`config.mk`:
```
export PLATFORM = sky130hd
export DESIGN_NAME = vend_top
export DESIGN_NICKNAME = d
export VERILOG_FILES = /design/src/hdl/vend_pkg.sv /design/src/hdl/item_select.sv /design/src/hdl/credit_ledger.sv /design/src/hdl/vend_arbiter.sv /design/src/hdl/vend_top.sv
export VERILOG_INCLUDE_DIRS = /design/src /design/src/include
export SDC_FILE = /design/constraint.sdc
export NUM_CORES = 1
export LEC_CHECK = 0
export BUFFER_PORTS_ARGS = -buffer_cell sky130_fd_sc_hd__buf_4
export CORE_ASPECT_RATIO = 1.75
export CORE_MARGIN = 4
export CORE_UTILIZATION = 55
export DETAILED_ROUTE_END_ITERATION = 6
export PLACE_DENSITY = 0.8
export SETUP_SLACK_MARGIN = 0.15
export SLEW_MARGIN = 20
export SYNTH_ARGS = -nofsm -noshare
export SYNTH_HDL_FRONTEND = slang
export SYNTH_HIERARCHICAL = 1
export SYNTH_SLANG_ARGS = --single-unit
```
`constraint.sdc`:
```
create_clock -name clk -period 4.1 [get_ports clk]
set_clock_uncertainty 0.15 [all_clocks]
set_input_delay 0.205 -clock clk [delete_from_list [all_inputs] [get_ports clk]]
set_output_delay 0.205 -clock clk [all_outputs]
set_load 0.02 [all_outputs]
```
`src/include/vend_params.svh`:
```
`ifndef VEND_PARAMS_SVH
`define VEND_PARAMS_SVH

// product prices in credit units
`define VEND_PRICE_COKE   8'd10
`define VEND_PRICE_WATER  8'd12
`define VEND_PRICE_JUICE  8'd15

// stock after reset
`define VEND_INIT_COKE    4'd5
`define VEND_INIT_WATER   4'd1
`define VEND_INIT_JUICE   4'd0

// restock stops here
`define VEND_STOCK_MAX    4'd9

// coin values
`define VEND_COIN_SMALL   8'd1
`define VEND_COIN_MID     8'd5
`define VEND_COIN_LARGE   8'd10

// balance saturates here
`define VEND_CREDIT_MAX   8'd99

// clock cycles per paid-out unit, small for simulation
`define VEND_PAYOUT_DIV   4

`endif

```
`src/hdl/vend_pkg.sv`:
```
`include "vend_params.svh"

package vend_pkg;

    // cursor position is item index minus one
    typedef enum logic [1:0] {
        ITEM_NONE,
        ITEM_COKE,
        ITEM_WATER,
        ITEM_JUICE
    } item_e;

    typedef enum logic {
        LEDGER_IDLE,
        LEDGER_PAYOUT
    } ledger_state_e;

    typedef enum logic [1:0] {
        COIN_NONE,
        COIN_SMALL,
        COIN_MID,
        COIN_LARGE
    } coin_e;

    // one-shot key pulses, at most one set per cycle
    typedef struct packed {
        logic  up;
        logic  down;
        logic  select;
        coin_e coin;
        logic  buy;
        logic  ret;
        logic  restock;
    } vend_keys_t;

    typedef struct packed {
        logic  valid;
        item_e item;
    } vend_grant_t;

    typedef struct packed {
        item_e      item;
        logic [3:0] stock;
    } sel_status_t;

    function automatic logic [7:0] item_price(input item_e item);
        case (item)
            ITEM_COKE:  return `VEND_PRICE_COKE;
            ITEM_WATER: return `VEND_PRICE_WATER;
            ITEM_JUICE: return `VEND_PRICE_JUICE;
            default:    return 8'd0;
        endcase
    endfunction

endpackage

```
`src/hdl/item_select.sv`:
```
`timescale 1ns/1ps
`include "vend_params.svh"

module item_select (
    input  logic                  clk,
    input  logic                  rst,
    input  vend_pkg::vend_keys_t  keys,
    input  logic                  admin_mode,
    input  vend_pkg::vend_grant_t grant,
    output logic [1:0]            cursor,
    output logic [3:0]            stock_shown,
    output vend_pkg::sel_status_t status
);
    import vend_pkg::*;

    item_e      sel_item;
    item_e      cursor_item;
    logic [3:0] stock [0:2];
    logic [1:0] sel_idx;
    logic [1:0] vend_idx;
    logic       move_key;
    // coin, buy or ret present, restock loses to them
    logic       low_key;

    assign move_key    = keys.up | keys.down;
    assign low_key     = (keys.coin != COIN_NONE) | keys.buy | keys.ret;
    assign cursor_item = item_e'(cursor + 2'd1);
    assign sel_idx     = 2'(sel_item) - 2'd1;
    assign vend_idx    = 2'(grant.item) - 2'd1;

    //////////////////////////////////////////////////////////////////////
    // cursor, selection and stock counts
    //////////////////////////////////////////////////////////////////////

    always_ff @(posedge clk) begin
        if (!rst) begin
            cursor   <= 2'd0;
            sel_item <= ITEM_NONE;
            stock[0] <= `VEND_INIT_COKE;
            stock[1] <= `VEND_INIT_WATER;
            stock[2] <= `VEND_INIT_JUICE;
        end else if (move_key) begin
            // up wins over down, both saturate
            if (keys.up) begin
                if (cursor != 2'd0) begin
                    cursor <= cursor - 2'd1;
                end
            end else if (cursor != 2'd2) begin
                cursor <= cursor + 2'd1;
            end
        end else if (keys.select) begin
            if (sel_item == cursor_item) begin
                sel_item <= ITEM_NONE;
            end else if (stock[cursor] != 4'd0) begin
                // sold out items cannot be selected
                sel_item <= cursor_item;
            end
        end else if (grant.valid) begin
            // arbiter already checked stock and credit
            stock[vend_idx] <= stock[vend_idx] - 4'd1;
            sel_item        <= ITEM_NONE;
        end else if (keys.restock && admin_mode && !low_key) begin
            if (stock[cursor] < `VEND_STOCK_MAX) begin
                stock[cursor] <= stock[cursor] + 4'd1;
            end
        end
    end

    //////////////////////////////////////////////////////////////////////
    // status toward the arbiter
    //////////////////////////////////////////////////////////////////////

    assign stock_shown = stock[cursor];

    always_comb begin
        status.item  = sel_item;
        status.stock = 4'd0;
        if (sel_item != ITEM_NONE) begin
            status.stock = stock[sel_idx];
        end
    end

endmodule

```
`src/hdl/credit_ledger.sv`:
```
`timescale 1ns/1ps
`include "vend_params.svh"

module credit_ledger (
    input  logic                  clk,
    input  logic                  rst,
    input  vend_pkg::vend_keys_t  keys,
    input  vend_pkg::vend_grant_t grant,
    output logic [7:0]            credit,
    output logic                  payout,
    output logic                  returning
);
    import vend_pkg::*;

    localparam int DIV_W = $clog2(`VEND_PAYOUT_DIV + 1);

    ledger_state_e    state;
    logic [DIV_W-1:0] div_cnt;
    logic             div_done;
    logic [7:0]       coin_val;
    logic [8:0]       coin_sum;
    // keys that outrank a coin or a return
    logic             above_coin;
    logic             above_ret;

    assign above_coin = keys.up | keys.down | keys.select;
    assign above_ret  = above_coin | (keys.coin != COIN_NONE) | keys.buy;
    assign div_done   = (div_cnt == DIV_W'(`VEND_PAYOUT_DIV - 1));
    assign returning  = (state == LEDGER_PAYOUT);

    always_comb begin
        case (keys.coin)
            COIN_SMALL: coin_val = `VEND_COIN_SMALL;
            COIN_MID:   coin_val = `VEND_COIN_MID;
            COIN_LARGE: coin_val = `VEND_COIN_LARGE;
            default:    coin_val = 8'd0;
        endcase
    end

    // one extra bit so the saturation test sees overflow past the limit
    assign coin_sum = {1'b0, credit} + {1'b0, coin_val};

    //////////////////////////////////////////////////////////////////////
    // ledger FSM
    //////////////////////////////////////////////////////////////////////

    always_ff @(posedge clk) begin
        if (!rst) begin
            state   <= LEDGER_IDLE;
            credit  <= 8'd0;
            div_cnt <= '0;
            payout  <= 1'b0;
        end else begin
            payout <= 1'b0;
            case (state)
                LEDGER_IDLE: begin
                    div_cnt <= '0;
                    if (!above_coin && keys.coin != COIN_NONE) begin
                        if (coin_sum > {1'b0, `VEND_CREDIT_MAX}) begin
                            credit <= `VEND_CREDIT_MAX;
                        end else begin
                            credit <= coin_sum[7:0];
                        end
                    end else if (grant.valid) begin
                        credit <= credit - item_price(grant.item);
                    end else if (keys.ret && !above_ret && credit != 8'd0) begin
                        state <= LEDGER_PAYOUT;
                    end
                end
                LEDGER_PAYOUT: begin
                    // coins are dropped here, buys are never granted
                    if (credit == 8'd0) begin
                        state <= LEDGER_IDLE;
                    end else if (div_done) begin
                        div_cnt <= '0;
                        credit  <= credit - 8'd1;
                        payout  <= 1'b1;
                    end else begin
                        div_cnt <= div_cnt + 1'b1;
                    end
                end
            endcase
        end
    end

endmodule

```
`src/hdl/vend_arbiter.sv`:
```
`timescale 1ns/1ps

module vend_arbiter (
    input  vend_pkg::vend_keys_t  keys,
    input  vend_pkg::sel_status_t status,
    input  logic [7:0]            credit,
    input  logic                  returning,
    output vend_pkg::vend_grant_t grant
);
    import vend_pkg::*;

    logic [7:0] price;
    logic       buy_key;
    logic       in_stock;
    logic       paid;

    assign price = item_price(status.item);

    // buy counts only when nothing of higher priority is pressed
    assign buy_key = keys.buy & ~keys.up & ~keys.down & ~keys.select
                   & (keys.coin == COIN_NONE);

    assign in_stock = (status.item != ITEM_NONE) && (status.stock != 4'd0);
    assign paid     = (credit >= price);

    always_comb begin
        grant.valid = buy_key && in_stock && paid && !returning;
        grant.item  = ITEM_NONE;
        if (grant.valid) begin
            grant.item = status.item;
        end
    end

endmodule

```
`src/hdl/vend_top.sv`:
```
`timescale 1ns/1ps

module vend_top (
    input  logic                 clk,
    input  logic                 rst,
    input  vend_pkg::vend_keys_t keys,
    input  logic                 admin_mode,
    output logic [7:0]           credit,
    output logic [1:0]           cursor,
    output vend_pkg::item_e      selected,
    output logic [3:0]           stock_shown,
    output logic                 vend,
    output vend_pkg::item_e      vend_item,
    output logic                 payout,
    output logic                 returning
);
    import vend_pkg::*;

    vend_grant_t grant;
    sel_status_t status;

    item_select u_item_select (
        .clk         (clk),
        .rst         (rst),
        .keys        (keys),
        .admin_mode  (admin_mode),
        .grant       (grant),
        .cursor      (cursor),
        .stock_shown (stock_shown),
        .status      (status)
    );

    credit_ledger u_credit_ledger (
        .clk       (clk),
        .rst       (rst),
        .keys      (keys),
        .grant     (grant),
        .credit    (credit),
        .payout    (payout),
        .returning (returning)
    );

    // grant is combinational, both units apply it at the same edge
    vend_arbiter u_vend_arbiter (
        .keys      (keys),
        .status    (status),
        .credit    (credit),
        .returning (returning),
        .grant     (grant)
    );

    assign vend      = grant.valid;
    assign vend_item = grant.item;
    assign selected  = status.item;

endmodule

```
==> results of run 1 <==
flip-flops by register name (all words and copies together), names as in the netlist, named ones only:
name / flops
u_credit_ledger/credit: 8
u_item_select/sel_item: 2
u_credit_ledger/div_cnt: 3
u_credit_ledger/returning: 1
u_item_select/stock: 16
u_credit_ledger/payout: 1
u_item_select/cursor: 2
cells in the mapped netlist (3+ instances only):
cell      number
nand2_1       16
inv_1         25
nand2b_1       7
a21o_1         5
a211o_1        4
nand4_1       12
dfxtp_1       19
xnor2_1        7
nor2_1        22
buf_2          9
mux2i_1        9
a211oi_1       5
o22ai_1       10
and2_1         4
o211ai_1       4
nand3_1       13
o21ai_0       16
edfxtp_1      16
xor2_1         5
a31oi_1        7
nor4_1         5
a21oi_1       21
o21ai_1        7
nor3_1        12
nor2b_1        9
or4_1          3
buf_6          4
clkbuf_1       8
and3_1         5
ha_1          24
mux4_2        10
placed cells by master (no fill, tap or decap), drive strengths merged, types with 7 or more instances in the layout:
| master | n |
|---|---|
| a21oi | 22 |
| a31oi | 7 |
| buf | 44 |
| clkbuf | 7 |
| dfxtp | 19 |
| edfxtp | 16 |
| ha | 24 |
| inv | 25 |
| mux2i | 9 |
| mux4 | 12 |
| nand2 | 16 |
| nand2b | 7 |
| nand3 | 13 |
| nand4 | 12 |
| nor2 | 22 |
| nor2b | 9 |
| nor3 | 14 |
| o21ai | 24 |
| o22ai | 10 |
| xnor2 | 7 |
cell type report:
cell class | count | area (sq um)
clock inverters | 1 | 5.005
inverters | 25 | 93.84
repair buffers | 44 | 334.1
multi-input cells | 287 | 2278
flip-flops and latches | 35 | 868.3
clock buffers | 7 | 76.32
well taps | 78 | 97.59
fillers | 526 | 2079
cell families (layout without fill, tap and decap cells):
group / Yosys count / in the layout / synth area share
buf+inv: 46 / 77 / 0.06484
compound gates: 101 / 101 / 0.2078
flops: 35 / 35 / 0.2609
xor+xnor: 12 / 12 / 0.03185
simple gates: 128 / 128 / 0.2260
mux: 21 / 21 / 0.1115
fa+ha+maj: 25 / 25 / 0.09708
repair_timing:
item                       CTS  global route
setup endpoints to repair    0            10
gates resized for setup      0             6
buffers inserted             0             5
per-layer routing:
metal	part of all wire	vias to the layer above	wire length, um	global-route usage
met5	0	-	0	0
met4	0.070	0	655	0.1628
met3	0.046	57	434	0.03967
met2	0.54	158	5086	0.4589
met1	0.34	1491	3189	0.2592
li1	-	1469	-	-
worst max-delay path: stages, from the launching register on:
cell      delay, ns
dfxtp_4        0.38
inv_1          0.07
ha_4           0.26
mux4_2         0.32
nor2b_1        0.13
nor4_1         0.06
or4_4          0.47
a211oi_4       0.23
buf_4          0.15
buf_4          0.17
mux4_2         0.57
nor3_2         0.25
xnor2_2        0.21
o22ai_1        0.14
worst paths after layout:
kind / startpoint / end / cells after the start
hold reg to reg: u_credit_ledger/div_cnt[2] / u_credit_ledger/div_cnt[2] / 2
hold / removal: keys[1] / u_credit_ledger/returning / 3
setup reg to reg: u_item_select/sel_item[0] / u_item_select/stock[0][3] / 13
setup / recovery: u_item_select/sel_item[0] / u_item_select/stock[0][3] / 13
power by group through the flow:
stage / clock, mW / sequential (mW) / combinational (mW)
finish: 0.248 / 0.435 / 0.480
floorplan: 0 / 0.442 / 0.324
detailed placement: 0 / 0.443 / 0.468
global route: 0.268 / 0.441 / 0.520
global placement: 0 / 0.444 / 0.459
CTS: 0.255 / 0.435 / 0.472
through the flow:
stage	cell area, sq um	hold WS, ns
floorplan	3352	0.2065
global placement	3616	0.2851
detailed placement	3616	0.2924
CTS	3697	0.04791
global route	3754	0.05922
finish	3754	0.05470
==> results.sh, run 1 <==
export IMPL_antennaDiodeCount=0
export IMPL_drt_wl_total_um=9365
export IMPL_synth_top_flop_cell="dfxtp_1"
export IMPL_critical_path_class="reg -> reg"
export IMPL_hp_class="in -> reg"
export IMPL_utilization=0.6435
export IMPL_setup_viol=0
export IMPL_synth_distinct_cells=68
export IMPL_power_frac_clock=0.213
export IMPL_rsz0062_at_grt="false"
export IMPL_end_kind="register"
export IMPL_drv_slew=0
export IMPL_root_buffer="clkbuf_8"
export IMPL_syn_inst=368
export IMPL_syn_area_sq_um=3299
export IMPL_grt_usage=0.2554
export IMPL_vias=3175
export IMPL_pwr_share_comb=0.413
export IMPL_path_clk_slew_ns=0.07
export IMPL_place_congestion=0.9547
export IMPL_yosysSeqAreaShare=0.2609
export IMPL_first_pass_iters=5
export IMPL_pre_cts_slack_ns=0.2073
export IMPL_htreeDepth=2
export IMPL_drc=0
export IMPL_hpwl_um=7102
export IMPL_tns_ns=0
export IMPL_intPower_mw=0.7086
export IMPL_cts_tree="built"
export IMPL_dieArea_sq_um=7351
export IMPL_power_mw=1.162
export IMPL_maxCapViolations=0
export IMPL_drt_initial_drc_count=386
export IMPL_cp_max_fo=9
export IMPL_yosys_area_top_type_share=0.1456
export IMPL_hold_buffers=0
export IMPL_globalRouteOverflowTotal=0
export IMPL_worstPathRequired_ns=3.96
export IMPL_r2r_slack_ns=0.28
export IMPL_cts_max_path_buffers=2
export IMPL_stdcell_count=477
export IMPL_synth_edf_count=16
export IMPL_setup_slack_ns=0.2788
export IMPL_fmax_mhz=261.7
export IMPL_synth_area_leader_cell="edfxtp_1"
export IMPL_area_growth_pct=13.77
export IMPL_switching_share=0.3903
export IMPL_power_switching_mw=0.4537
export IMPL_viasPerCell=6.656
export IMPL_initial_core_util=0.5656
export IMPL_ant_nets=0
export IMPL_dp_cells=464
export IMPL_max_slew_worst_pin_slew_ns=0.5721
export IMPL_post_route_period_util=0.9320
export IMPL_max_vdd_ir_drop_v=0.0002925
export IMPL_ys_warn_count=6
export IMPL_fp_dieH_um=110.5
export IMPL_grt_first_pass_wirelength_um=14630
export IMPL_drive_gt1_frac=0.2155
export IMPL_power_leakage_nw=1.416
export IMPL_pwr_share_seq=0.374
export IMPL_syn_num_nets=404
export IMPL_cp_arrival_ns=3.69
export IMPL_ys_async_sr_fraction=0
export IMPL_power_density_nw_per_um2=309.7
export IMPL_grt_pass1_vias=3089
export IMPL_relSlewSlack=0.6176
export IMPL_start_kind="register"
export IMPL_synth_top_cells_by_area="edfxtp_1, dfxtp_1, ha_1"
export IMPL_cts_sinks=35
export IMPL_wl_per_cell_um=19.63
export IMPL_insertion_delay_ns=0.29
export IMPL_cts_buffers=5
export IMPL_die_x_um=66.55
export IMPL_fin_nets=434
export IMPL_top_level_ports=32
export IMPL_core_area_sq_um=5833
export IMPL_antenna_found_initial=0
export IMPL_synth_avg_cell_area_sq_um=8.966
export IMPL_synth_ff_latch_count=35
export IMPL_hold_viol=0
export IMPL_grt_start_max_net_pins=24
export IMPL_outcome="complete, no violations"
export IMPL_period_needed_ns=3.821
export IMPL_num_rows=37
export IMPL_numPortBuffers=31
(Power assumes the default switching activity.)
==> inputs of run 2 (changes only) <==
--- a/config.mk
+++ b/config.mk
@@ -6,11 +6,11 @@
 export SDC_FILE = /design/constraint.sdc
 export NUM_CORES = 1
 export LEC_CHECK = 0
-export BUFFER_PORTS_ARGS = -buffer_cell sky130_fd_sc_hd__buf_4
 export CORE_ASPECT_RATIO = 1.75
 export CORE_MARGIN = 4
-export CORE_UTILIZATION = 55
+export CORE_UTILIZATION = 59
 export DETAILED_ROUTE_END_ITERATION = 6
+export DONT_BUFFER_PORTS = 1
 export PLACE_DENSITY = 0.8
 export SETUP_SLACK_MARGIN = 0.15
 export SLEW_MARGIN = 20
==> results.sh, run 2 (synthesis results as in run 1) <==
export IMPL_core_area_sq_um=5343
export IMPL_wl_per_cell_um=21.41
export IMPL_htreeDepth=2
export IMPL_start_kind="register"
export IMPL_root_buffer="clkbuf_8"
export IMPL_area_growth_pct=7.812
export IMPL_grt_first_pass_wirelength_um=15280
export IMPL_antenna_found_initial=0
export IMPL_cts_sinks=35
export IMPL_relSlewSlack=0.5623
export IMPL_rsz0062_at_grt="false"
export IMPL_post_route_cell_area_sq_um=3557
export IMPL_maxCapViolations=0
export IMPL_outcome="complete, no violations"
export IMPL_tns_ns=0
export IMPL_antennaDiodeCount=0
export IMPL_cp_arrival_ns=3.72
export IMPL_cp_max_fo=9
export IMPL_drc=0
export IMPL_critical_path_class="reg -> reg"
export IMPL_power_leakage_nw=1.283
export IMPL_grt_usage=0.2886
export IMPL_dieArea_sq_um=6900
export IMPL_fmax_mhz=259.9
export IMPL_post_route_period_util=0.9383
export IMPL_grt_start_max_net_pins=24
export IMPL_final_common_cell="inv_1"
export IMPL_largest_reg_flops=16
export IMPL_hpwl_um=7287
export IMPL_cts_tree="built"
export IMPL_fp_dieH_um=106.9
export IMPL_largestRegisters="u_item_select/stock x16, u_credit_ledger/credit x8, u_credit_ledger/div_cnt x3"
export IMPL_rr_worst_depth=13
export IMPL_insertion_delay_ns=0.29
export IMPL_worstPathRequired_ns=3.97
export IMPL_drt_wl_total_um=9551
export IMPL_drv_slew=0
export IMPL_place_congestion=0.9138
export IMPL_cts_max_path_buffers=2
export IMPL_hp_class="in -> reg"
export IMPL_fin_nets=407
export IMPL_power_density_nw_per_um2=318.4
export IMPL_ant_nets=0
export IMPL_end_kind="register"
export IMPL_postPlaceCellArea_sq_um=3416
export IMPL_grt_pass1_vias=3045
export IMPL_viasPerCell=6.910
export IMPL_drive_gt1_frac=0.1559
export IMPL_vias=3082
export IMPL_drt_initial_drc_count=411
export IMPL_numPortBuffers=0
export IMPL_cts_buffers=5
export IMPL_globalRouteOverflowTotal=0
export IMPL_max_slew_worst_pin_slew_ns=0.6557
export IMPL_setup_viol=0
export IMPL_period_needed_ns=3.847
export IMPL_num_rows=35
export IMPL_final_cell_mix="inv_1, ha_1, nor2_1, a21oi_1, dfxtp_1"
export IMPL_min_delay_path_depth=3
export IMPL_top_level_ports=32
export IMPL_hold_viol=0
export IMPL_power_mw=1.133
export IMPL_first_pass_iters=5
export IMPL_max_vdd_ir_drop_v=0.0002954
export IMPL_top_register="u_item_select/stock"
export IMPL_initial_core_util=0.6176
export IMPL_path_clk_slew_ns=0.07
export IMPL_die_x_um=64.53
==> run 2: changes by cell type in the layout (fill, tap and decap cells not counted), sizes merged <==
cell | previous run | this run
buf | 44 | 15
dlygate4sd3 | 0 | 2
clkbuf | 7 | 6
inv | 25 | 26
==> run 2: final timing paths <==
| check | start | to | slack, ns |
|---|---|---|---|
| setup / recovery | u_item_select/sel_item[0] | u_item_select/stock[2][3] | 0.25 |
| hold / removal | rst | u_credit_ledger/credit[0] | 0.03 |
| setup reg to reg | u_item_select/sel_item[0] | u_item_select/stock[2][3] | 0.25 |
| hold reg to reg | u_credit_ledger/div_cnt[2] | u_credit_ledger/div_cnt[2] | 0.31 |
==> run 2: where the power goes <==
| part | internal [mW] | leakage (nW) | total (mW) | switching (mW) |
|---|---|---|---|---|
| registers | 0.389 | 0.305 | 0.447 | 0.0582 |
| clock network | 0.135 | 0.0492 | 0.264 | 0.129 |
| logic | 0.164 | 0.929 | 0.422 | 0.257 |
==> run 2: critical path: stages (launching register included) <==
cell	delay (ns)
dfxtp_4	0.34
inv_1	0.06
ha_4	0.26
mux4_2	0.31
nor2b_1	0.13
nor4_1	0.06
or4_4	0.47
a211oi_4	0.33
buf_4	0.17
buf_4	0.20
mux4_2	0.56
nor3_2	0.15
xnor2_1	0.23
o22ai_1	0.15
==> run 2: layout make-up <==
cell class / count / area [sq um]
Clock buffer: 6 / 82.58
Clock inverter: 2 / 10.01
Fill cell: 480 / 1785
Inverter: 25 / 93.84
Multi-Input combinational cell: 287 / 2280
Sequential cell: 35 / 865.8
Tap cell: 74 / 92.59
Timing Repair Buffer: 17 / 132.6
==> run 2: per-layer routing <==
metal  part of all wire  GRT usage  up-vias
met3              0.060    0.04717       54
met4              0.072     0.1921        0
met5                  0          0        -
li1                   -          -     1416
met2               0.54     0.5370      166
met1               0.33     0.2837     1446
==> run 2: stage by stage <==
step                      std cells    util  hold slack, ns  setup slack (ns)
after floorplan                 368       -          0.2065            0.2255
after global placement          434  0.6393          0.1854            0.4173
after detailed placement        434  0.6393          0.1971            0.2828
after CTS                       444  0.6604         0.03908            0.2063
after global routing            446  0.6658         0.05040           0.09453
final                           446  0.6658         0.03240            0.2528
==> run 2: repair_timing <==
action | CTS | global route
hold buffers | 2 | 0
endpoints found under the setup margin | 0 | 17
buffers inserted | 0 | 2
resized for setup | 0 | 4
endpoints found under the hold margin | 18 | 0
